===== src/source/memsys_params.svh =====
////////////////////
// memory subsystem widths and constants
////////////////////

`ifndef MEMSYS_PARAMS_SVH
`define MEMSYS_PARAMS_SVH

// z80 address split into window page and offset
`define PAGE_W 4
`define WIN_OFS_W 14
`define PHYS_AW (`PAGE_W + `WIN_OFS_W)

// dram word organisation
`define DRAM_AW 17
`define DATA_W 16

// video fetch window
`define VIDEO_PAGE 5
`define VIDEO_WORDS 8

// fclk cycles in one dram cycle
`define CYC_PHASES 4

`endif


===== src/source/video_fetch.sv =====
////////////////////
// video fetcher
// streams words from the video page in a fixed loop
////////////////////

`default_nettype none

`include "memsys_params.svh"

module video_fetch
(
	input  wire                   fclk,
	input  wire                   rst,

	input  wire                   video_go,
	input  wire                   video_next,
	input  wire                   video_strobe_int,
	input  wire  [`DATA_W-1:0]    rddata,

	output logic                  video_dreq,
	output logic [`DRAM_AW-1:0]   video_daddr,
	output logic                  video_strobe,
	output logic [`DATA_W-1:0]    video_data
);

	localparam int CNT_W = $clog2(`VIDEO_WORDS);

	logic [CNT_W-1:0] word_cnt;

	always_ff @(posedge fclk)
	begin
		if (rst)
		begin
			video_dreq   <= 1'b0;
			video_strobe <= 1'b0;
			word_cnt     <= '0;
		end
		else
		begin
			video_dreq   <= video_go;
			video_strobe <= video_strobe_int;
			// restart from offset 0 whenever video is off
			if (!video_go)
				word_cnt <= '0;
			else if (video_next)
			begin
				if (word_cnt == CNT_W'(`VIDEO_WORDS - 1))
					word_cnt <= '0;
				else
					word_cnt <= word_cnt + 1'b1;
			end
		end
	end

	// word address inside the video page
	assign video_daddr = {`PAGE_W'(`VIDEO_PAGE), (`WIN_OFS_W - 1)'(word_cnt)};

	always_ff @(posedge fclk)
	begin
		if (video_strobe_int)
			video_data <= rddata;
	end

endmodule

`default_nettype wire


===== config.mk =====
export PLATFORM = sky130hd
export DESIGN_NAME = video_fetch
export DESIGN_NICKNAME = d
export VERILOG_FILES = /design/src/source/video_fetch.sv
export VERILOG_INCLUDE_DIRS = /design/src /design/src/source
export SDC_FILE = /design/constraint.sdc
export NUM_CORES = 1
export LEC_CHECK = 0
export ABC_AREA = 1
export BUFFER_PORTS_ARGS = -buffer_cell sky130_fd_sc_hd__buf_2
export CAP_MARGIN = 5
export CORE_MARGIN = 2
export CORE_UTILIZATION = 39
export DETAILED_ROUTE_END_ITERATION = 12
export PLACE_DENSITY = 0.86
export REMOVE_ABC_BUFFERS = 1
export SLEW_MARGIN = 20
export SYNTH_ARGS = -nofsm -noshare
export SYNTH_HDL_FRONTEND = slang
export SYNTH_SLANG_ARGS = --single-unit

===== constraint.sdc =====
create_clock -name fclk -period 1.3 [get_ports fclk]
set_clock_uncertainty 0.05 [all_clocks]
set_input_delay 0.13 -clock fclk [delete_from_list [all_inputs] [get_ports fclk]]
set_output_delay 0.13 -clock fclk [all_outputs]
set_load 0.01 [all_outputs]

==> results.py <==
metrics = {
    "sta": {
        "min_period_ns": 1.11,
        "fmax_mhz": 898,
        "finalMaxSlewViolations": 0,
        "fin_crit_sh_pct": 85.7,
        "finalHoldViolCount": 0,
        "rsz0062_at_grt": "false",
        "fin_hold_ws_ns": 0.0441,
        "setup_viol": 0,
        "fin_setup_tns_ns": 0,
    },
    "placed_design": {
        "placed_area_sq_um": 973,
        "dp_cells": 122,
        "port_buffers": 41,
        "gp_congestion": 0.607,
        "dpl.hpwl_microns": 1010,
    },
    "setup_path": {
        "cp_slowest_cell": "dfxtp_1",
        "ff2ff_setup_slack_ns": 0.19,
        "cp_max_fo": 4,
        "critical_path_arrival_ns": 1.29,
        "end_kind": "register",
        "path_class": "register to register",
        "path_cells": "ha_1, ha_1, nand2_1, a21oi_1",
        "crit_top_cell": "ha_1",
        "cp-start-kind": "register",
        "crit_required_ns": 1.48,
        "max_stage_delay_ns": 0.35,
    },
    "synthesis": {
        "synth_cell_types": 12,
        "synth_area_per_cell_sq_um": 14.2,
        "netlist_area_sq_um": 795,
        "yosysWarnings": 0,
        "synthCells": 56,
        "synth_seq_cells": 21,
        "yosysSeqAreaShare_pct": 73.1,
    },
    "drt": {
        "num_vias": 557,
        "drt_iter0_drc": 2,
        "wl_per_cell_microns": 10.1,
        "via_per_inst": 3.90,
        "ant_nets": 0,
        "routed_wl_microns": 1440,
        "drtPass1Iterations": 3,
        "drcViolationCount": 0,
    },
    "clock_network": {
        "numCtsBuffers": 3,
        "clk_pin_slew_ns": 0.11,
        "ctsRootBufferMaster": "clkbuf_4",
        "clockBufferDepth": 2,
        "clock_latency_ns": 0.29,
        "clock_sinks": 21,
        "cts-resized-gates": 0,
        "cts_tree": "built",
        "htree_levels": 1,
    },
    "global_routing": {
        "grt_overflow": 0,
        "grt_max_degree": 18,
        "grt_use_total_pct": 13.0,
        "antenna_found_initial": 0,
        "grt_pass1_vias": 540,
        "grt_pass1_wl_microns": 2350,
    },
    "floorplanning": {
        "die_h_microns": 49.1,
        "ios": 56,
        "rows": 16,
        "die_w_microns": 49.1,
        "initial_core_util_pct": 40.9,
        "dieArea_sq_um": 2410,
        "coreArea_sq_um": 1940,
    },
    "outcome": {
        "status": "finished, final reports clean",
    },
    "pwr": {
        "p_per_area_nw_per_um2": 1070,
        "ir_drop_v": 0.000627,
        "p_leak_uw": 0.000554,
    },
    "run": {
        "drv_cap": 0,
    },
    "worst_hold_path": {
        "hp-class": "input pin to register",
    },
    "finish": {
        "n_antenna_cell": 0,
        "final_cells": 143,
        "final_area_sq_um": 1170,
        "area_growth_pct": 47.4,
        "nets": 140,
        "layout-drive-gt1-share_pct": 40.5,
        "fillers": 165,
    },
}
==> state kept, by name, summed over array words and instances, names as in the netlist <==
name,flops
video_dreq,1
video_strobe,1
video_data,16
word_cnt,3
==> report_power, final <==
part / leakage (uW) / total, uW / switching (uW) / internal (uW)
clock: 0.0000177 / 292 / 177 / 114
sequential: 0.000198 / 782 / 11.6 / 770
combinational: 0.000339 / 178 / 89.6 / 88.2
total: 0.000554 / 1250 / 279 / 973
==> cells in the final DEF, fill, tap and decap left out, drive strengths merged <==
cell type / instances
dfxtp: 5
nor2: 3
a21oi: 3
edfxtp: 16
nand3: 1
inv: 5
ha: 2
dlygate4sd3: 17
clkbuf: 3
buf: 41
clkinv: 1
conb: 14
nand2: 5
==> cell families after synthesis <==
group                    after synthesis  synth area share [%]
flip-flops                            21                  73.1
buffers and inverters                 19                  15.6
AND/OR/NAND/NOR                        9                  5.35
AO/OA/AOI/OAI                          3                  1.89
adder cells (fa/ha/maj)                2                  3.15
other                                  2                 0.945
==> routing by layer <==
layer  track usage [%]  part of all wire, %
met4              2.86                    0
met3              4.60                   12
met2              24.5                   51
met1              13.6                   37
met5                 0                    0
==> cell usage after synthesis <==
| cell | count | area share [%] |
|---|---|---|
| dfxtp_1 | 5 | 13 |
| nand3_1 | 1 | 0.63 |
| nor2_4 | 1 | 1.4 |
| ha_1 | 2 | 3.1 |
| a21oi_1 | 3 | 1.9 |
| nand2_1 | 5 | 2.4 |
| buf_4 | 14 | 13 |
| inv_1 | 4 | 1.9 |
| conb_1 | 2 | 0.95 |
| nor2_1 | 2 | 0.95 |
| inv_2 | 1 | 0.47 |
| edfxtp_1 | 16 | 60 |
==> through the flow <==
step                      utilization (%)  setup WS, ns  power [uW]
after CTS                            60.3         0.169        1260
after global routing                 60.3        0.0911        1310
final                                60.3         0.186        1250
after global placement               50.1         0.265         933
after detailed placement             50.1         0.196         935
after floorplan                         -         0.231         854
==> worst max-delay path: cells and delay by family (launching register included) <==
kind / cells / cell delay (ns)
compound gates: 1 / 0.14
fa+ha+maj: 2 / 0.48
flops: 1 / 0.35
simple gates: 1 / 0.05
==> cell type report <==
class	count	area [sq um]	area share, %
sequential	21	581	49.6
timing repair buffer	58	375	32.1
multi-input combinational	28	135	11.5
tap	27	33.8	2.88
clock buffer	3	22.5	1.92
inverter	5	18.8	1.60
clock inverter	1	5.00	0.427
==> final timing paths <==
| path | depth (start not counted) | start | end |
|---|---|---|---|
| max | 4 | word_cnt[0]$_SDFFE_PP0P_ | word_cnt[2]$_SDFFE_PP0P_ |
| min reg2reg | 2 | word_cnt[2]$_SDFFE_PP0P_ | word_cnt[2]$_SDFFE_PP0P_ |
| max reg2reg | 4 | word_cnt[0]$_SDFFE_PP0P_ | word_cnt[2]$_SDFFE_PP0P_ |
| min | 3 | video_go | video_dreq$_SDFF_PP0_ |
==> repair_timing <==
action / 4_1_cts / 5_1_grt
hold buffers: 17 / 0
buffers inserted: 0 / 0
endpoints found under the hold margin: 18 / 0
Note: power is estimated with default switching activity, not from simulation.
