File: config.mk
export PLATFORM = sky130hd
export DESIGN_NAME = dram_arbiter
export DESIGN_NICKNAME = d
export VERILOG_FILES = /design/src/source/memsys_pkg.sv /design/src/source/dram_arbiter.sv
export VERILOG_INCLUDE_DIRS = /design/src /design/src/source
export SDC_FILE = /design/constraint.sdc
export NUM_CORES = 1
export LEC_CHECK = 0
export ABC_AREA = 1
export BUFFER_PORTS_ARGS = -buffer_cell sky130_fd_sc_hd__buf_4
export CORE_UTILIZATION = 45
export DETAILED_ROUTE_END_ITERATION = 8
export PLACE_DENSITY_LB_ADDON = 0.25
export SYNTH_ARGS = -nofsm -noshare
export SYNTH_HDL_FRONTEND = slang
export SYNTH_SLANG_ARGS = --single-unit
File: constraint.sdc
create_clock -name fclk -period 3.6 [get_ports fclk]
set_input_delay 0.18 -clock fclk [delete_from_list [all_inputs] [get_ports fclk]]
set_output_delay 0.18 -clock fclk [all_outputs]
set_load 0.01 [all_outputs]
File: src/source/memsys_params.svh
////////////////////
// memory subsystem widths and constants
////////////////////

`ifndef MEMSYS_PARAMS_SVH
`define MEMSYS_PARAMS_SVH

// z80 address split into window page and offset
`define PAGE_W 4
`define WIN_OFS_W 14
`define PHYS_AW (`PAGE_W + `WIN_OFS_W)

// dram word organisation
`define DRAM_AW 17
`define DATA_W 16

// video fetch window
`define VIDEO_PAGE 5
`define VIDEO_WORDS 8

// fclk cycles in one dram cycle
`define CYC_PHASES 4

`endif

File: src/source/memsys_pkg.sv
////////////////////
// shared types of the memory subsystem
////////////////////

`default_nettype none

package memsys_pkg;

	// phases of one dram cycle, in order
	typedef enum logic [1:0]
	{
		PH_BEG,
		PH_POST,
		PH_PRE_END,
		PH_END
	} dram_phase_e;

	// who holds the current dram cycle
	typedef enum logic [1:0]
	{
		OWN_NONE,
		OWN_CPU,
		OWN_VIDEO
	} dram_owner_e;

	// access direction
	typedef enum logic
	{
		OP_READ,
		OP_WRITE
	} cpu_op_e;

endpackage

`default_nettype wire

File: src/source/dram_arbiter.sv
////////////////////
// dram cycle sequencer and arbiter
// four-phase cycles, owner picked at cycle begin
////////////////////

`default_nettype none

`include "memsys_params.svh"

module dram_arbiter
(
	input  wire                        fclk,
	input  wire                        rst,

	input  wire                        cpu_dreq,
	input  wire  memsys_pkg::cpu_op_e  cpu_drnw,
	input  wire  [`DRAM_AW-1:0]        cpu_daddr,
	input  wire  [1:0]                 cpu_dbsel,
	input  wire  [`DATA_W-1:0]         cpu_dwrdata,

	input  wire                        video_dreq,
	input  wire  [`DRAM_AW-1:0]        video_daddr,

	output logic                       cpu_next,
	output logic                       video_next,
	output logic                       cpu_strobe,
	output logic                       video_strobe_int,

	output logic                       mem_req,
	output memsys_pkg::cpu_op_e        mem_rnw,
	output logic [`DRAM_AW-1:0]        mem_addr,
	output logic [1:0]                 mem_bsel,
	output logic [`DATA_W-1:0]         mem_wrdata,
	output memsys_pkg::dram_phase_e    phase
);

	import memsys_pkg::*;

	dram_owner_e owner;

	////////////////////
	// phase counter

	always_ff @(posedge fclk)
	begin
		if (rst)
			phase <= PH_BEG;
		else if (phase == dram_phase_e'(`CYC_PHASES - 1))
			phase <= PH_BEG;
		else
			phase <= dram_phase_e'(phase + 2'd1);
	end

	////////////////////
	// owner selection

	// video first, but never twice in a row against a waiting cpu
	always_comb
	begin
		cpu_next   = 1'b0;
		video_next = 1'b0;
		if (phase == PH_BEG)
		begin
			if (video_dreq && !(cpu_dreq && owner == OWN_VIDEO))
				video_next = 1'b1;
			else if (cpu_dreq)
				cpu_next = 1'b1;
		end
	end

	always_ff @(posedge fclk)
	begin
		if (rst)
		begin
			owner   <= OWN_NONE;
			mem_req <= 1'b0;
		end
		else if (phase == PH_BEG)
		begin
			mem_req <= cpu_next | video_next;
			if (video_next)
				owner <= OWN_VIDEO;
			else if (cpu_next)
				owner <= OWN_CPU;
			else
				owner <= OWN_NONE;
		end
	end

	// access fields held for the whole cycle
	always_ff @(posedge fclk)
	begin
		if (video_next)
		begin
			mem_rnw  <= OP_READ;
			mem_addr <= video_daddr;
			mem_bsel <= 2'b11;
		end
		else if (cpu_next)
		begin
			mem_rnw    <= cpu_drnw;
			mem_addr   <= cpu_daddr;
			mem_bsel   <= cpu_dbsel;
			mem_wrdata <= cpu_dwrdata;
		end
	end

	// end of cycle goes back to the owner
	assign cpu_strobe       = (phase == PH_END) && (owner == OWN_CPU);
	assign video_strobe_int = (phase == PH_END) && (owner == OWN_VIDEO);

	a_cpu_grant: assert property (@(posedge fclk) disable iff (rst)
		cpu_next |-> !video_next ##(`CYC_PHASES - 1) (cpu_strobe && !video_strobe_int))
	else
		$error("cpu grant not one-hot or not strobed");

	a_video_grant: assert property (@(posedge fclk) disable iff (rst)
		video_next |-> !cpu_next ##(`CYC_PHASES - 1) (video_strobe_int && !cpu_strobe))
	else
		$error("video grant not one-hot or not strobed");

endmodule

`default_nettype wire

==> results.md <==
- Status: completed
- Routed vias: 1343
- Sequential cell area: 1150 um^2
- HP Class: in2reg
- Initial Utilization: 0.473
- Kind of critical path: reg2out
- Crit path arrival time: 1.71 ns
- Die Width: 61.2 um
- RSZ-0062 raised after global routing: no
- H-Tree Level Count: 2
- Initial antenna violation count: 0
- GRT Resource Usage Total: 0.179
- Clock sinks: 41
- Largest net degree at the start of global routing: 23
- Ys Warns: 0
- Part of the cycle the worst path needs: 0.524
- R2r setup slk: 1.80 ns
- Dpl hpwl: 2.53 mm
- DRC: 0
- Max-cap violations: 0
- Row cnt: 21
- CTS max path bufs: 2
- Routed len/inst: 12.6 um
- Max-slew violation count: 0
- Core area: 3340 um^2
- Die area: 3750 um^2
- CP startpoint kind: flop
- Crit path cell chain: inv_1 > ha_1 > nand3_4 > inv_4 > buf_4
- Library cells used by synthesis: 18
- Reg2reg path depth: 6
- Hold EP: owner[1]
- Final GP Congestion: 0.696
- Family with the most delay on the worst path: buffers and inverters
- CTS buffer count: 5
- Cell count after synthesis: 134
- Vias in the first global route: 1061
- CTS tree: done
- Rel. slew slack: 0.594
- Post-CTS setup buffers: 0
- Final wirelength: 3.77 mm
- Period minus WS final: 1.89 ns
- Final hold vios: 0
- Reg-to-Reg End: mem_wrdata[3]
- Critical Path RT: 3.42 ns
- Clock slew at reported path FFs: 0.10 ns
- Setup TNS: 0 ns
- Max Fanout on Critical Path: 22
- Worst path max stage delay: 0.35 ns
- DR pass1 iterations: 4
- Slowest CP cell: dfxtp_1
- Syn_nets: 193
- Lkg Pwr: 0.00123 uW
- Nets@finish: 312
- Global-route wire length before repair: 4.63 mm
- Filler instances: 225
- Share of layout cells above drive strength 1: 0.433
- Worst Hold Path Cells: 2
- CP bufs+invs: 3
- RR Startpoint: phase[0]
- Area of the multi-input gates: 358 um^2
- Max VDD drop: 361 uV
- Hold Crit Start: rst
- Final setup violation count: 0
- Port-buffer cells: 99
- Slew @ Worst Pin: 0.609 ns
- Final setup skew: 0.00795 ns
- Worst-skew pair later-pin latency: 0.33 ns
- 1st-iter DRT viols: 45
- Cell Area, Synth: 1580 um^2
- Antenna fix cells: 0
- Via-per-instance ratio: 4.48
- Number of synthesized register bits: 41
- Fmax: 530 MHz
- Synthesized area per cell: 11.8 um^2
- Nature of the critical path endpoint: output port
- I/O Pins: 100
- Final ANT Viol Nets: 0
- Power density cells: 445 nW/um^2
- Total design power: 1150 uW
- Layout area overhead: 63.9%
- Seq/Total Area, Yosys: 0.729
- Die H: 61.2 um
- Root Buffer: clkbuf_4
- Total grt overflow: 0
metal layers:
layer | GRT usage | share of wire
met1 | 0.200 | 0.39
met2 | 0.311 | 0.50
met3 | 0.0672 | 0.096
met4 | 0.0682 | 0.012
met5 | 0 | 0
worst max-delay path by stage:
stage / from / end / slack, ns / depth (start not counted)
2_1_floorplan: phase[0] / mem_wrdata[0] / 1.98 / 6
3_3_place_gp: phase[0] / mem_wrdata[4] / 1.86 / 6
3_5_place_dp: phase[0] / mem_wrdata[7] / 1.80 / 6
4_1_cts: phase[0] / video_next / 1.69 / 5
5_1_grt: phase[0] / video_next / 1.57 / 5
6_report: phase[0] / video_next / 1.71 / 5
final cells by class:
class	instances	area share
clock buffers	6	0.0159
clock inverters	2	0.0130
inverters	11	0.0169
multi-input cells	79	0.138
flip-flops and latches	41	0.445
well taps	46	0.0222
repair buffers	115	0.349
sequential cells by signal, indices dropped and copies added (netlist names):
name and count:
mem_addr 17, mem_wrdata 16, mem_bsel 2, owner 2, phase 2, mem_req 1
mem_rnw 1
per-stage QoR:
step | cells | util | instance area, um^2 | setup WS (ns) | hold slack (ns)
floorplan | 134 | - | 1580 | 1.98 | 0.242
global route | 300 | 0.776 | 2590 | 1.57 | 0.0142
CTS | 284 | 0.728 | 2430 | 1.69 | 0.00230
finish | 300 | 0.776 | 2590 | 1.71 | 0.0354
detailed placement | 276 | 0.705 | 2350 | 1.80 | 0.360
global placement | 276 | 0.705 | 2350 | 1.86 | 0.358
Yosys cell counts, drive strengths merged:
master	count	area (um^2)
nand2	60	225
edfxtp	33	991
inv	11	43.8
dfxtp	8	160
nand3	6	47.6
a21oi	3	18.8
buf	3	26.3
nor3	3	15.0
ha	2	25.0
nor2	2	7.51
nor3b	1	7.51
o21ai	1	5.00
or2	1	6.26
timing repair:
item                                    CTS  global route
gates resized for setup                   0             0
endpoints found under the setup margin    0             0
endpoints found under the hold margin     0            16
hold buffers                              0            16
layout by cell type, fill, tap and decap left out, types with 2 or more instances in the layout:
cell            n
nor2_1          2
nand3_1         4
dlygate4sd3_1  16
nand2_1        60
nor3_1          3
edfxtp_1       33
dfxtp_1         8
a21oi_1         2
clkbuf_4        5
ha_1            2
buf_4          99
inv_1          10
report_power, final:
group	switching [uW]	internal, uW
clock network	137	145
registers	20.6	581
logic	129	140
kinds of logic (layout without fill, tap and decap cells):
group	count (synthesis)	in the layout	synth area share
buf+inv	14	134	0.0444
flops	41	41	0.729
compound gates	4	4	0.0151
simple gates	73	73	0.196
fa+ha+maj	2	2	0.0158
Note: power is estimated with default switching activity, not from simulation.
