**config.mk**
```make
export PLATFORM = sky130hd
export DESIGN_NAME = mem_pager
export DESIGN_NICKNAME = d
export VERILOG_FILES = /design/src/source/mem_pager.sv
export VERILOG_INCLUDE_DIRS = /design/src /design/src/source
export SDC_FILE = /design/constraint.sdc
export NUM_CORES = 1
export LEC_CHECK = 0
export BUFFER_PORTS_ARGS = -buffer_cell sky130_fd_sc_hd__buf_2
export CAP_MARGIN = 25
export CELL_PAD_IN_SITES_DETAIL_PLACEMENT = 0
export CELL_PAD_IN_SITES_GLOBAL_PLACEMENT = 1
export CORE_MARGIN = 8
export CORE_UTILIZATION = 39
export CTS_BUF_LIST = sky130_fd_sc_hd__clkbuf_4
export DETAILED_ROUTE_END_ITERATION = 12
export GPL_TIMING_DRIVEN = 0
export PLACE_DENSITY_LB_ADDON = 0.1
export REMOVE_ABC_BUFFERS = 1
export SYNTH_ARGS = -nofsm -noshare
export SYNTH_HDL_FRONTEND = slang
export SYNTH_SLANG_ARGS = --single-unit
export TNS_END_PERCENT = 30
```
**constraint.sdc**
```tcl
create_clock -name fclk -period 2.3 [get_ports fclk]
set_input_delay 0.46 -clock fclk [delete_from_list [all_inputs] [get_ports fclk]]
set_output_delay 0.46 -clock fclk [all_outputs]
set_load 0.005 [all_outputs]
```
**src/source/memsys_params.svh**
```systemverilog
////////////////////
// memory subsystem widths and constants
////////////////////

`ifndef MEMSYS_PARAMS_SVH
`define MEMSYS_PARAMS_SVH

// z80 address split into window page and offset
`define PAGE_W 4
`define WIN_OFS_W 14
`define PHYS_AW (`PAGE_W + `WIN_OFS_W)

// dram word organisation
`define DRAM_AW 17
`define DATA_W 16

// video fetch window
`define VIDEO_PAGE 5
`define VIDEO_WORDS 8

// fclk cycles in one dram cycle
`define CYC_PHASES 4

`endif

```
**src/source/mem_pager.sv**
```systemverilog
////////////////////
// window pager
// four 16k windows, each mapped to a ram page
////////////////////

`default_nettype none

`include "memsys_params.svh"

module mem_pager
(
	input  wire                   fclk,
	input  wire                   rst,

	input  wire                   page_wr,
	input  wire  [1:0]            page_win,
	input  wire  [`PAGE_W-1:0]    page_val,

	input  wire  [15:0]           cpu_addr,
	output logic [`PHYS_AW-1:0]   phys_addr
);

	logic [`PAGE_W-1:0] page_r [4];
	logic [1:0]         win;

	// top two address bits pick the window
	assign win = cpu_addr[15:14];

	always_ff @(posedge fclk)
	begin
		if (rst)
		begin
			// identity map, window i shows page i
			for (int i = 0; i < 4; i++)
			begin
				page_r[i] <= `PAGE_W'(i);
			end
		end
		else if (page_wr)
		begin
			page_r[page_win] <= page_val;
		end
	end

	assign phys_addr = {page_r[win], cpu_addr[`WIN_OFS_W-1:0]};

	////////////////////
	// checks

	a_page_win_known: assert property (@(posedge fclk) disable iff (rst)
		page_wr |-> !$isunknown(page_win))
	else
		$error("page write with unknown window");

endmodule

`default_nettype wire

```
==> results of run 1 <==
==> cell usage in the layout, fill, tap and decap left out <==
cell / synthesis / routed
nor2b_1: 1 / 1
clkbuf_4: 0 / 3
mux4_1: 4 / 4
and4bb_2: 2 / 2
nand2b_1: 5 / 5
clkinv_1: 0 / 1
edfxtp_1: 16 / 16
buf_2: 0 / 14
inv_1: 1 / 1
a31o_2: 2 / 2
and2_1: 12 / 12
nor4b_2: 1 / 1
o21bai_1: 2 / 2
==> final cells by class <==
| class | count | area (sq um) | area share, % |
|---|---|---|---|
| Sequential cell | 16 | 480 | 53.0 |
| Multi-Input combinational cell | 29 | 290 | 32.0 |
| Timing Repair Buffer | 14 | 70.1 | 7.73 |
| Tap cell | 28 | 35.0 | 3.87 |
| Clock buffer | 3 | 22.5 | 2.49 |
| Clock inverter | 1 | 3.75 | 0.414 |
| Inverter | 1 | 3.75 | 0.414 |
==> power by group through the flow <==
| stage | combinational [mW] | clock [mW] | sequential (mW) |
|---|---|---|---|
| 4_1_cts | 0.0651 | 0.152 | 0.349 |
| 3_3_place_gp | 0.0646 | 0 | 0.356 |
| 2_1_floorplan | 0.0338 | 0 | 0.353 |
| 6_report | 0.0635 | 0.150 | 0.349 |
| 3_5_place_dp | 0.0649 | 0 | 0.356 |
| 5_1_grt | 0.0698 | 0.164 | 0.351 |
==> Yosys cell counts, drive strengths merged <==
cell type  count
and2          12
mux4           4
nor4b          1
o21bai         2
and4bb         2
nor2b          1
buf           14
inv            1
edfxtp        16
nand2b         5
a31o           2
==> kinds of logic after synthesis <==
kind of cell | share of synthesized area, %
AOI/OAI and AO/OA | 3.70
muxes | 11.9
and+or+nand+nor | 17.4
buffers and inverters | 12.4
DFF | 54.6
==> metal layers <==
metal	global-route usage [%]	wire length, um	up-vias
met4	4.18	14	0
met5	0	0	-
met1	8.45	711	207
met3	6.36	202	2
li1	-	-	217
met2	11.8	676	31
==> how the worst max path moves through the flow <==
stage,startpoint,end
final,page_r[1][2]$_SDFFCE_PN0P_,phys_addr[16]
after floorplan,cpu_addr[14],phys_addr[14]
after CTS,page_r[1][2]$_SDFFCE_PN0P_,phys_addr[16]
after global placement,cpu_addr[14],phys_addr[14]
after global routing,page_r[1][2]$_SDFFCE_PN0P_,phys_addr[16]
after detailed placement,cpu_addr[14],phys_addr[14]
==> impl_metrics.env, run 1 <==
export IMPL_combPwrFrac_pct=11.3
export IMPL_cts_setup_buffers=0
export IMPL_gp_congestion=0.674
export IMPL_synth_area_leader_cell="edfxtp_1"
export IMPL_cts_made_buffers=3
export IMPL_final_cell_area_sq_um=906
export IMPL_nets=90
export IMPL_coreArea_sq_mm=0.00217
export IMPL_path_cells="mux4_1 > buf_2"
export IMPL_fin_setup_tns_ns=0
export IMPL_rows=17
export IMPL_netlist_area_sq_um=880
export IMPL_placedCellCount=88
export IMPL_drt_iter0_markers=3
export IMPL_grt_pass1_wl_um=2530
export IMPL_cts_sinks=16
export IMPL_crit_type="reg -> out"
export IMPL_ys_warn_count=0
export IMPL_cts_root_buf="clkbuf_4"
export IMPL_min_from="page_val[1]"
export IMPL_cts_path_max_buffers=2
export IMPL_top_regs="page_r (16)"
export IMPL_gr_total_overflow=0
export IMPL_cap_violations=0
export IMPL_finalSetupViolCount=0
export IMPL_holdPathStages=2
export IMPL_port_buffers=14
export IMPL_cp_num_cells=2
export IMPL_track_usage_pct=8.20
export IMPL_start_util_pct=40.5
export IMPL_cp_top_family="multiplexers"
export IMPL_post_drt_wl_per_cell_um=17.4
export IMPL_cts_resized=0
export IMPL_tightest_slew_ns=0.452
export IMPL_synth_seq_cells=16
export IMPL_chipWidth_um=63.5
export IMPL_synth_top_area_share_pct=54.6
export IMPL_ir_drop_mv=0.305
export IMPL_ctsHoldBuffers=0
export IMPL_p_sw_share_pct=21.7
export IMPL_firstDrtPassIters=2
export IMPL_postLayoutCoreUtil_pct=41.8
export IMPL_fin_cells=92
export IMPL_io_pin_count=43
export IMPL_cts_max_level=1
export IMPL_drc_errors=0
export IMPL_relSlewSlack_pct=69.8
export IMPL_dieHeight_um=63.5
export IMPL_drive_above_1_share_pct=34.4
export IMPL_synthTopCellsByArea="edfxtp_1 55%, buf_4 12%, mux4_1 12%"
export IMPL_fillers=218
export IMPL_arrival_ns=1.31
export IMPL_synth_cells=60
export IMPL_hold_path_end="page_r[3][1]$_DFFE_PP_"
export IMPL_cp_max_fo=1
export IMPL_switchingPower_mw=0.122
export IMPL_power_frac_clock_pct=26.7
export IMPL_cts_tree="yes"
export IMPL_antenna_found_initial=0
export IMPL_p_seq_share_pct=62.0
export IMPL_hold_path_class="in -> reg"
export IMPL_largest_register_ffs=16
export IMPL_powerDensity_mw_per_mm2=621
export IMPL_rsz0062_at_grt="no"
export IMPL_worst_path_buf_inv=1
export IMPL_total_power_mw=0.563
export IMPL_grt_max_degree=10
export IMPL_diodes=0
export IMPL_min_period_ns=1.77
export IMPL_finalHoldWorstSlack_ns=0.477
export IMPL_slowest_delay_ns=0.49
export IMPL_cp_end_kind="primary output"
export IMPL_leakage_nw=0.342
export IMPL_slew_violations=0
export IMPL_p_int_mw=0.441
export IMPL_timing_final_crit_share_pct=76.9
export IMPL_wl_um=1610
export IMPL_avgViaCountPerCell=4.97
export IMPL_ant_nets=0
export IMPL_synth_cell_type_count=11
export IMPL_fmax_ghz=0.565
export IMPL_critical_path_slowest_cell="mux4_1"
export IMPL_num_vias=457
export IMPL_synthToLayoutAreaGrowth_pct=2.99
export IMPL_clk_pin_slew_ns=0.10
export IMPL_ys_seq_area_share_pct=54.6
export IMPL_regMostFlops="page_r"
export IMPL_critPathLaunchType="register"
export IMPL_dp_slack_ns=0.552
export IMPL_grt_pass1_vias=523
export IMPL_setup_slack_ns=0.531
export IMPL_postPlaceCellArea_sq_um=880
export IMPL_hold_viol=0
export IMPL_status="complete, no violations"
export IMPL_worstPathRequired_ns=1.84
export IMPL_avgSynthCellArea_sq_um=14.7
export IMPL_dieArea_sq_mm=0.00403
No activity file was read; power rests on OpenSTA's default activity.
==> run 2: changes to the inputs <==
--- a/config.mk
+++ b/config.mk
@@ -6,12 +6,13 @@
 export SDC_FILE = /design/constraint.sdc
 export NUM_CORES = 1
 export LEC_CHECK = 0
+export ABC_AREA = 1
 export BUFFER_PORTS_ARGS = -buffer_cell sky130_fd_sc_hd__buf_2
 export CAP_MARGIN = 25
 export CELL_PAD_IN_SITES_DETAIL_PLACEMENT = 0
 export CELL_PAD_IN_SITES_GLOBAL_PLACEMENT = 1
 export CORE_MARGIN = 8
-export CORE_UTILIZATION = 39
+export CORE_UTILIZATION = 30
 export CTS_BUF_LIST = sky130_fd_sc_hd__clkbuf_4
 export DETAILED_ROUTE_END_ITERATION = 12
 export GPL_TIMING_DRIVEN = 0
==> constraint.sdc (replaced) <==
create_clock -name fclk -period 1.6 [get_ports fclk]
set_input_delay 0.32 -clock fclk [delete_from_list [all_inputs] [get_ports fclk]]
set_output_delay 0.32 -clock fclk [all_outputs]
set_load 0.005 [all_outputs]
==> impl_metrics.env, run 2 <==
export IMPL_status="complete, no violations"
export IMPL_synthToLayoutAreaGrowth_pct=2.67
export IMPL_rsz0062_at_grt="no"
export IMPL_regMostFlops="page_r"
export IMPL_p_int_mw=0.623
export IMPL_largest_register_ffs=16
export IMPL_postPlaceCellArea_sq_um=936
export IMPL_total_power_mw=0.821
export IMPL_postLayoutCoreUtil_pct=32.0
export IMPL_ys_seq_area_share_pct=51.3
export IMPL_cts_sinks=16
export IMPL_cts_root_buf="clkbuf_4"
export IMPL_synth_commonest_cells="28 x nand2_1, 25 x inv_1, 16 x edfxtp_1"
export IMPL_rows=20
export IMPL_fin_cells=148
export IMPL_mostFrequentLayoutCells="28 x nand2_1, 25 x inv_1, 16 x edfxtp_1"
export IMPL_io_pin_count=43
export IMPL_synthTopCellsByArea="edfxtp_1 51%, buf_4 12%, nand2_1 11%"
export IMPL_chipWidth_um=71.9
export IMPL_clk_pin_slew_ns=0.09
export IMPL_seqCellArea_sq_um=480
export IMPL_track_usage_pct=8.03
export IMPL_synth_enable_flop_cells=16
export IMPL_power_frac_clock_pct=25.2
export IMPL_leakage_nw=0.483
export IMPL_cts_max_level=1
export IMPL_diodes=0
export IMPL_worstPathRequired_ns=1.28
export IMPL_grt_pass1_vias=675
export IMPL_ctsHoldBuffers=0
export IMPL_min_period_ns=1.36
export IMPL_synthXorXnorAreaFrac_pct=0
export IMPL_cts_setup_buffers=0
export IMPL_ys_warn_count=0
export IMPL_synth_seq_cells=16
export IMPL_drc_errors=0
export IMPL_layout_commonest_cell="nand2_1"
export IMPL_combPwrFrac_pct=13.8
export IMPL_multi_input_area_sq_um=246
export IMPL_arrival_ns=1.04
export IMPL_port_buffers=14
export IMPL_fin_setup_tns_ns=0
export IMPL_wl_um=1940
export IMPL_synth_fa_ha_area_share_pct=0
export IMPL_post_drt_wl_per_cell_um=13.1
export IMPL_final_cell_area_sq_um=962
export IMPL_start_util_pct=31.2
export IMPL_p_seq_share_pct=61.0
export IMPL_ir_drop_mv=0.298
export IMPL_grt_pass1_wl_um=3180
export IMPL_cp_max_fo=1
export IMPL_switchingPower_mw=0.198
export IMPL_synthSimpleGateAreaFrac_pct=26.3
export IMPL_dieArea_sq_mm=0.00517
export IMPL_grt_max_degree=10
export IMPL_dp_hpwl_um=1590
export IMPL_placedCellCount=144
export IMPL_antenna_found_initial=0
export IMPL_p_sw_share_pct=24.2
export IMPL_cp_end_kind="primary output"
export IMPL_synth_compound_area_share_pct=0
export IMPL_top_regs="page_r (16)"
export IMPL_slew_violations=0
export IMPL_avgSynthCellArea_sq_um=8.37
export IMPL_firstDrtPassIters=4
export IMPL_cts_path_max_buffers=2
export IMPL_critPathLaunchType="register"
export IMPL_cts_tree="yes"
export IMPL_fmax_ghz=0.737
export IMPL_ant_nets=0
export IMPL_synth_mux_area_share_pct=0
export IMPL_cap_violations=0
export IMPL_num_vias=659
export IMPL_ys_async_sr_fraction_pct=0
export IMPL_hold_path_class="in -> reg"
export IMPL_synth_cell_type_count=11
export IMPL_holdPathStages=2
export IMPL_cts_resized=0
export IMPL_drive_above_1_share_pct=18.3
export IMPL_finalSetupViolCount=0
export IMPL_synth_top_area_share_pct=51.3
export IMPL_tightest_slew_ns=0.235
export IMPL_relSlewSlack_pct=84.3
export IMPL_hold_viol=0
export IMPL_min_from="page_win[0]"
export IMPL_hold_path_end="page_r[1][0]$_SDFFCE_PN1P_"
export IMPL_crit_type="reg -> out"
export IMPL_synth_most_common_cell="nand2_1"
export IMPL_synth_area_leader_cell="edfxtp_1"
export IMPL_drt_iter0_markers=36
export IMPL_gr_total_overflow=0
export IMPL_avgViaCountPerCell=4.45
export IMPL_powerDensity_mw_per_mm2=854
export IMPL_netlist_area_sq_um=937
export IMPL_gp_congestion=0.692
export IMPL_nets=141
export IMPL_fillers=337
export IMPL_synth_top_family_by_area="simple AND/OR/NAND/NOR gates"
export IMPL_synth_cells=112
export IMPL_dieHeight_um=71.9
export IMPL_synth_ff_type="edfxtp_1"
export IMPL_coreArea_sq_mm=0.00300
export IMPL_timing_final_crit_share_pct=84.8
export IMPL_cts_made_buffers=3
run 2: cell types whose count changed after synthesis, moves of 4 or more:
cell,previous run,this run
nor2_1,0,10
nand2_1,0,28
inv_1,1,25
nand2b_1,5,0
mux4_1,4,0
and2_1,12,0
nand3_1,0,10
run 2: power groups by stage:
stage | Combinational [mW] | Sequential [mW] | Clock, mW
after floorplan | 0.0668 | 0.508 | 0
after global placement | 0.114 | 0.511 | 0
after detailed placement | 0.114 | 0.511 | 0
after CTS | 0.115 | 0.502 | 0.214
after global routing | 0.133 | 0.504 | 0.227
final | 0.114 | 0.501 | 0.207
run 2: critical path, stage by stage, from the launching register on:
cell	delay (ns)
edfxtp_1	0.40
inv_1	0.07
nand2_1	0.05
nand3_1	0.08
nand2_1	0.04
buf_2	0.12
run 2: per-stage QoR:
stage                     setup slack (ns)  hold slack [ns]
final                                0.243            0.349
after global routing                 0.147            0.343
after CTS                            0.231            0.346
after detailed placement             0.243            0.640
after global placement               0.236            0.640
after floorplan                      0.559            0.488
run 2: layer usage:
metal	share of wire (%)	vias to the layer above	wire, um	global-route usage, %
met1	47	283	906	10.1
met3	11	2	206	3.99
met4	1.9	0	37	5.44
met2	41	37	787	10.3
li1	-	337	-	-
met5	0	-	0	0
run 2: area by class of cell:
cell class	instances	share of cell area [%]
Sequential cell	16	49.9
Tap cell	33	4.29
Clock buffer	3	2.34
Timing Repair Buffer	14	7.28
Clock inverter	1	0.390
Inverter	26	10.1
Multi-Input combinational cell	55	25.6
run 2: kinds of logic (layout without fill, tap and decap cells):
family	count (synthesis)	count (layout)
DFF	16	16
buffers and inverters	41	44
and+or+nand+nor	55	55
run 2: worst max-delay path by stage:
stage | startpoint | end | slack (ns) | cells past startpoint
floorplan | page_wr | page_r[0][0]$_SDFFCE_PN0P_ | 0.56 | 4
global placement | cpu_addr[14] | phys_addr[17] | 0.24 | 6
detailed placement | cpu_addr[14] | phys_addr[17] | 0.24 | 6
CTS | page_r[0][0]$_SDFFCE_PN0P_ | phys_addr[14] | 0.23 | 5
global route | cpu_addr[14] | phys_addr[15] | 0.15 | 6
finish | page_r[0][0]$_SDFFCE_PN0P_ | phys_addr[14] | 0.24 | 5
==> run 3: changes to the inputs <==
--- a/config.mk
+++ b/config.mk
@@ -6,13 +6,13 @@
 export SDC_FILE = /design/constraint.sdc
 export NUM_CORES = 1
 export LEC_CHECK = 0
-export ABC_AREA = 1
+export ABC_AREA = 0
 export BUFFER_PORTS_ARGS = -buffer_cell sky130_fd_sc_hd__buf_2
 export CAP_MARGIN = 25
 export CELL_PAD_IN_SITES_DETAIL_PLACEMENT = 0
 export CELL_PAD_IN_SITES_GLOBAL_PLACEMENT = 1
 export CORE_MARGIN = 8
-export CORE_UTILIZATION = 30
+export CORE_UTILIZATION = 36
 export CTS_BUF_LIST = sky130_fd_sc_hd__clkbuf_4
 export DETAILED_ROUTE_END_ITERATION = 12
 export GPL_TIMING_DRIVEN = 0
==> constraint.sdc (replaced) <==
create_clock -name fclk -period 1.27 [get_ports fclk]
set_input_delay 0.254 -clock fclk [delete_from_list [all_inputs] [get_ports fclk]]
set_output_delay 0.254 -clock fclk [all_outputs]
set_load 0.005 [all_outputs]
==> impl_metrics.env, run 3 (synthesis results as in run 1) <==
export IMPL_io_pin_count=43
export IMPL_antenna_found_initial=0
export IMPL_dp_hpwl_um=1360
export IMPL_avgViaCountPerCell=4.95
export IMPL_combPwrFrac_pct=11.7
export IMPL_ctsHoldBuffers=0
export IMPL_slowest_delay_ns=0.46
export IMPL_p_sw_share_pct=21.3
export IMPL_num_vias=460
export IMPL_grt_max_degree=9
export IMPL_placedCellCount=90
export IMPL_fmax_ghz=0.655
export IMPL_firstDrtPassIters=4
export IMPL_powerDensity_mw_per_mm2=1140
export IMPL_cap_violations=0
export IMPL_drc_errors=0
export IMPL_coreArea_sq_mm=0.00239
export IMPL_worstPathRequired_ns=1.02
export IMPL_cts_made_buffers=3
export IMPL_finalHoldWorstSlack_ns=0.278
export IMPL_fillers=263
export IMPL_fin_cells=93
export IMPL_chipWidth_um=65.4
export IMPL_arrival_ns=1.27
export IMPL_cts_sinks=16
export IMPL_start_util_pct=36.8
export IMPL_cts_max_level=1
export IMPL_dieArea_sq_mm=0.00428
export IMPL_largest_register_ffs=16
export IMPL_setup_slack_ns=-0.257
export IMPL_cts_tree="yes"
export IMPL_top_regs="page_r (16)"
export IMPL_port_buffers=14
export IMPL_rows=18
export IMPL_rsz0062_at_grt="yes"
export IMPL_slew_violations=0
export IMPL_track_usage_pct=9.05
export IMPL_cp_end_kind="primary output"
export IMPL_clk_pin_slew_ns=0.09
export IMPL_min_period_ns=1.53
export IMPL_tightest_slew_ns=0.451
export IMPL_fin_setup_tns_ns=-0.983
export IMPL_ant_nets=0
export IMPL_cp_max_fo=1
export IMPL_mostFrequentLayoutCells="16 x edfxtp_1, 14 x buf_2, 12 x and2_1"
export IMPL_drt_iter0_markers=9
export IMPL_finalSetupViolCount=4
export IMPL_postPlaceCellArea_sq_um=882
export IMPL_relSlewSlack_pct=69.9
export IMPL_power_frac_clock_pct=25.4
export IMPL_critical_path_slowest_cell="mux4_2"
export IMPL_crit_type="reg -> out"
export IMPL_final_cell_area_sq_um=890
export IMPL_grt_pass1_wl_um=2800
export IMPL_timing_final_crit_share_pct=120
export IMPL_regMostFlops="page_r"
export IMPL_path_cells="mux4_2 > buf_2"
export IMPL_synthToLayoutAreaGrowth_pct=1.14
export IMPL_total_power_mw=1.01
export IMPL_gp_congestion=0.635
export IMPL_drive_above_1_share_pct=41.3
export IMPL_p_int_mw=0.796
export IMPL_hold_path_class="in -> reg"
export IMPL_grt_pass1_vias=514
export IMPL_hold_viol=0
export IMPL_cts_root_buf="clkbuf_4"
export IMPL_switchingPower_mw=0.215
export IMPL_layout_commonest_cell="edfxtp_1"
export IMPL_status="finished with violations"
export IMPL_failed_checks="negative setup slack"
export IMPL_leakage_nw=0.323
export IMPL_post_drt_wl_per_cell_um=18.5
export IMPL_dieHeight_um=65.4
export IMPL_wl_um=1720
export IMPL_diodes=0
export IMPL_cts_setup_buffers=0
export IMPL_nets=90
export IMPL_p_seq_share_pct=62.9
export IMPL_ir_drop_mv=0.558
export IMPL_gr_total_overflow=0
export IMPL_cts_path_max_buffers=2
export IMPL_critPathLaunchType="register"
run 3: final cells by class:
cell class | count | area [sq um] | share of cell area [%]
timing repair buffer | 14 | 70.1 | 7.88
tap | 30 | 37.5 | 4.22
clock buffer | 3 | 22.5 | 2.53
sequential | 16 | 480 | 54.0
multi-input combinational | 29 | 275 | 30.9
inverter | 1 | 3.75 | 0.422
run 3: worst max-delay path: cells and delay by family (launching register included):
family	cells	cell delay (ns)
muxes	1	0.46
DFF	1	0.40
buffers and inverters	1	0.14
run 3: routing by layer:
layer  vias to the layer above  track usage, %  wire, um  part of all wire (%)
met5                         -               0         0                     0
met4                         0            4.90        11                  0.64
met3                         2            6.29       215                    12
met2                        31            11.3       754                    44
met1                       214            11.1       742                    43
li1                        213               -         -                     -
run 3: timing repair:
item / in CTS / in global routing
setup endpoints to repair: 4 / 4
pin swaps: 0 / 0
resized for setup: 4 / 0
run 3: path summary, 6_finish.rpt:
| kind | startpoint | endpoint | slack (ns) | depth (start not counted) |
|---|---|---|---|---|
| hold / removal | page_val[1] | page_r[3][1]$_DFFE_PP_ | 0.28 | 2 |
| setup / recovery | page_r[1][3]$_SDFFCE_PN0P_ | phys_addr[17] | -0.26 | 2 |
run 3: power by group through the flow:
stage          logic [mW]  registers (mW)  clock network (mW)
6_report            0.118           0.636               0.257
5_1_grt             0.133           0.640               0.296
4_1_cts             0.121           0.637               0.269
3_5_place_dp        0.117           0.647                   0
3_3_place_gp        0.117           0.646                   0
2_1_floorplan      0.0613           0.639                   0
run 3: per-stage QoR:
step,util [%],setup slack (ns)
6_report,37.3,-0.257
5_1_grt,37.3,-0.318
4_1_cts,37.3,-0.270
3_5_place_dp,36.9,-0.0757
3_3_place_gp,36.9,-0.0719
2_1_floorplan,-,0.178
